--- config.mk ---
export PLATFORM = sky130hd
export DESIGN_NAME = renameAlloc
export DESIGN_NICKNAME = d
export VERILOG_FILES = /design/src/regRenamePkg.sv /design/src/renameAlloc.sv
export SDC_FILE = /design/constraint.sdc
export NUM_CORES = 1
export LEC_CHECK = 0
export ABC_AREA = 1
export BUFFER_PORTS_ARGS = -buffer_cell sky130_fd_sc_hd__buf_4
export CAP_MARGIN = 25
export CORE_ASPECT_RATIO = 0.9
export CORE_MARGIN = 2
export CORE_UTILIZATION = 41
export DETAILED_ROUTE_END_ITERATION = 8
export PLACE_DENSITY_LB_ADDON = 0.25
export SYNTH_ARGS = -nofsm -noshare
export SYNTH_HDL_FRONTEND = slang
export SYNTH_SLANG_ARGS = --single-unit
--- constraint.sdc ---
create_clock -name CLK -period 4.29 [get_ports CLK]
set_input_delay 0.858 -clock CLK [delete_from_list [all_inputs] [get_ports CLK]]
set_output_delay 0.858 -clock CLK [all_outputs]
set_load 0.02 [all_outputs]
--- src/regRenamePkg.sv ---
// shared widths, physical tag layout and reset values of the rename register file
// every RTL module of the rename subsystem imports what it needs from here
package regRenamePkg;

	localparam int ARCH_REGS = 32;
	localparam int ARCH_BITS = 5;

	// copy index sized for the deepest supported configuration
	localparam int MAX_DEPTH = 8;
	localparam int COPY_BITS = 3;

	localparam int XLEN = 64;

	// architectural index plus copy index
	typedef struct packed {
		logic [ARCH_BITS-1:0] arch;
		logic [COPY_BITS-1:0] copy;
	} physTag_t;

	// after reset only copy 0 is in use, active, architectural and written back
	localparam logic [MAX_DEPTH-1:0] RESET_COPY_MASK = MAX_DEPTH'(1);
	localparam logic [COPY_BITS-1:0] RESET_PTR = '0;
	localparam logic [XLEN-1:0] RESET_DATA = '0;

endpackage

--- src/renameAlloc.sv ---
`timescale 1ns/1ns
// rename allocator: maps a destination register onto its lowest free physical copy
// and keeps the speculative active pointer of every architectural register
module renameAlloc
	import regRenamePkg::*;
#(
	parameter int RNDEPTH = 4
) (
	input  logic CLK,
	input  logic rst,

	input  logic renameValid,
	input  logic [ARCH_BITS-1:0] renameRd,
	output logic renameReady,
	output physTag_t renameTag,

	input  logic [ARCH_REGS-1:0][RNDEPTH-1:0] copyUsed,
	output logic allocValid,
	output logic [ARCH_REGS-1:0][$clog2(RNDEPTH)-1:0] activePtr
);

	localparam int RNBIT = $clog2(RNDEPTH);

	logic [RNDEPTH-1:0] rdUsed;
	logic [RNBIT-1:0] freeIdx;
	logic hasFree;
	logic isX0;
	logic accept;

	// active pointers of x1..x31, x0 stays on copy 0
	logic [RNBIT-1:0] ptrQ [1:ARCH_REGS-1];

	assign rdUsed = copyUsed[renameRd];
	assign isX0 = (renameRd == '0);

	// priority encoder, lowest unused copy wins
	always_comb begin
		freeIdx = '0;
		hasFree = 1'b0;
		for (int c = RNDEPTH - 1; c >= 0; c--) begin
			if (!rdUsed[c]) begin
				freeIdx = RNBIT'(c);
				hasFree = 1'b1;
			end
		end
	end

	// stall only when every copy of the register is taken
	// x0 is always accepted and never takes a copy
	assign renameReady = isX0 | hasFree;
	assign accept = renameValid & renameReady;
	assign allocValid = accept & ~isX0;

	always_comb begin
		renameTag.arch = renameRd;
		renameTag.copy = isX0 ? RESET_PTR : COPY_BITS'(freeIdx);
	end

	// move the active pointer of the renamed register to its new copy
	always_ff @(posedge CLK) begin
		if (rst) begin
			for (int r = 1; r < ARCH_REGS; r++) begin
				ptrQ[r] <= RNBIT'(RESET_PTR);
			end
		end else if (allocValid) begin
			for (int r = 1; r < ARCH_REGS; r++) begin
				if (renameRd == ARCH_BITS'(r)) begin
					ptrQ[r] <= freeIdx;
				end
			end
		end
	end

	always_comb begin
		activePtr[0] = RNBIT'(RESET_PTR);
		for (int r = 1; r < ARCH_REGS; r++) begin
			activePtr[r] = ptrQ[r];
		end
	end

endmodule

==> run summary <==
Place WS - 0.353 ns
Max IR drop VDD - 0.184 mV
Share of cells above drive strength 1 - 28.0%
N_diodes - 0
Worst-path clk slew - 0.05 ns
Max_cap viols - 0
Synth async-reset ratio - 0%
Crit share post-route - 92.6%
WHS Path Cells - 4
Synthesis-to-finish area growth - 38.8%
Critical path class - primary input to output pin
DP HPWL - 10900 um
CTS tree - done
Postcts setup bufs - 0
Post-synthesis register bit count - 62
Remaining DRCs - 0
H-Tree Depth - 3
Core area - 0.0108 mm2
Ys Warns - 0
Seq/Total Area, Yosys - 41.2%
Setup Viol. Count Final - 0
Synth Flop Type - edfxtp_1
Final Worst Setup Slack - 0.318 ns
TritonRoute pass-1 iters - 5
Vias per std cell - 5.09
Row count - 36
Initial antenna violation count - 0
CTS Hold Bufs - 0
Met2 usage - 42.3%
Port bufs - 206
Post-layout util - 58.3%
Startpoint Class - primary input
Global route overflow - 0
EDFF count, synth - 62
Achievable frequency - 252 MHz
Placed inst area - 0.00600 mm2
Final nets - 992
Synth top area cells - edfxtp_1 (41%), nand2_1 (23%), nor2_1 (10%)
Largest net degree at the start of global routing - 63
Initial drt markers - 315
Die Ht - 104 um
Via count - 5063
Gr busiest metal - met2
Min Tclk post-route - 3.97 ns
CTS root buffer - clkbuf_16
Slew at the pin with the worst max-slew slack - 0.987 ns
First-pass GRT wire length - 23400 um
Sinks on Clock Net - 62
Status - completed
Met3 GRT Util - 4.86%
All-Layer GR Usage - 24.5%
Yosys top cell by area - edfxtp_1
Clk buf depth - 2
DRT antenna net count - 0
Biggest register - ptrQ
PD cells - 294 mW/mm2
Starting Density - 42.0%
Mapped Cells - 684
Setup tns final - 0 ns
Yosys cell types - 24
Die width - 115 um
Max reg flops - 62
RSZ-0062 raised after global routing - no
WL final - 14500 um
Critical path fanouts, max - 24
Io pins - 210
Die Area - 0.0119 mm2
Post-DR wirelength/cell - 14.6 um
Met1 usage - 29.8%
Worst EP required - 3.43 ns
Final Hold Viols - 0
Crit end category - output pin
Vias in the first global route - 4991
Cts repair resizes - 0
Slew headroom - 34.1%
Post-route cell area - 0.00627 mm2
Mapped Area - 0.00452 mm2
Most common cell in the synthesized netlist - nand2_1
Syn Area/Cell - 6.61 um2
Critical Path AT - 3.11 ns
Largest registers - ptrQ x62
Num CTS Buffers - 9
HP Class - primary input to flip-flop
GP Congestion - 0.874
Post-synth top cells - nand2_1 (274), nor2_1 (125), edfxtp_1 (62)
Count of pins over their slew limit - 0
Leakage power - 3.10 nW
Share of the synthesized area in the top cell type - 41.2%
final cells by class:
type	instances	area, um2
Fill cell	990	4490
Tap cell	133	166
Inverter	47	176
Clock inverter	6	37.5
Multi-Input combinational cell	523	2200
Clock buffer	10	229
Timing Repair Buffer	213	1600
Sequential cell	62	1860
final timing paths:
| kind | from | endpoint | slack [ns] |
|---|---|---|---|
| setup / recovery | renameRd[1] | renameTag[1] | 0.32 |
| hold / removal | renameRd[4] | ptrQ[0][25] | 1.22 |
worst max-delay path, cell delays in order:
cell,delay (ns)
buf_4,0.24
inv_2,0.23
nand2_1,0.51
nor2_1,0.08
nor2_1,0.15
nand2_1,0.08
nand2_1,0.06
nand2_1,0.05
nor2_1,0.18
nor2_1,0.10
nor2_4,0.13
o21ai_2,0.08
nor2_1,0.16
buf_4,0.17
metal layers:
layer	up-vias	wire length (um)
met1	2305	5860
met5	-	0
met2	202	7340
met3	37	858
li1	2519	-
met4	0	428
cells in the final DEF, fill, tap and decap left out, drive strengths merged:
cell	instances
a21oi	5
a31oi	1
buf	213
clkbuf	10
clkinv	3
clkinvlp	2
conb	3
edfxtp	62
inv	48
nand2	276
nand3	39
nand4	33
nor2	129
nor3	31
o21ai	4
o21bai	1
o22ai	1
kinds of logic after synthesis:
group                  count (synthesis)  share of synthesized area (%)
and+or+nand+nor                      508                           46.8
other                                  1                         0.0830
DFF                                   62                           41.2
buffers and inverters                101                           10.3
AOI/OAI and AO/OA                     12                           1.58
report_power, final:
group / internal, mW / switching, mW / total [mW]
sequential: 0.700 / 0.0115 / 0.711
clock: 0.388 / 0.263 / 0.652
combinational: 0.190 / 0.289 / 0.479
total: 1.28 / 0.564 / 1.84
metrics by stage:
| step | cells | total power [mW] | hold WS [ns] |
|---|---|---|---|
| 2_1_floorplan | 686 | 0.994 | 1.20 |
| 3_3_place_gp | 978 | 1.20 | 1.29 |
| 3_5_place_dp | 978 | 1.20 | 1.29 |
| 4_1_cts | 994 | 1.85 | 1.21 |
| 5_1_grt | 994 | 1.93 | 1.25 |
| 6_report | 994 | 1.84 | 1.22 |
Power figures use the tool's default switching activity.
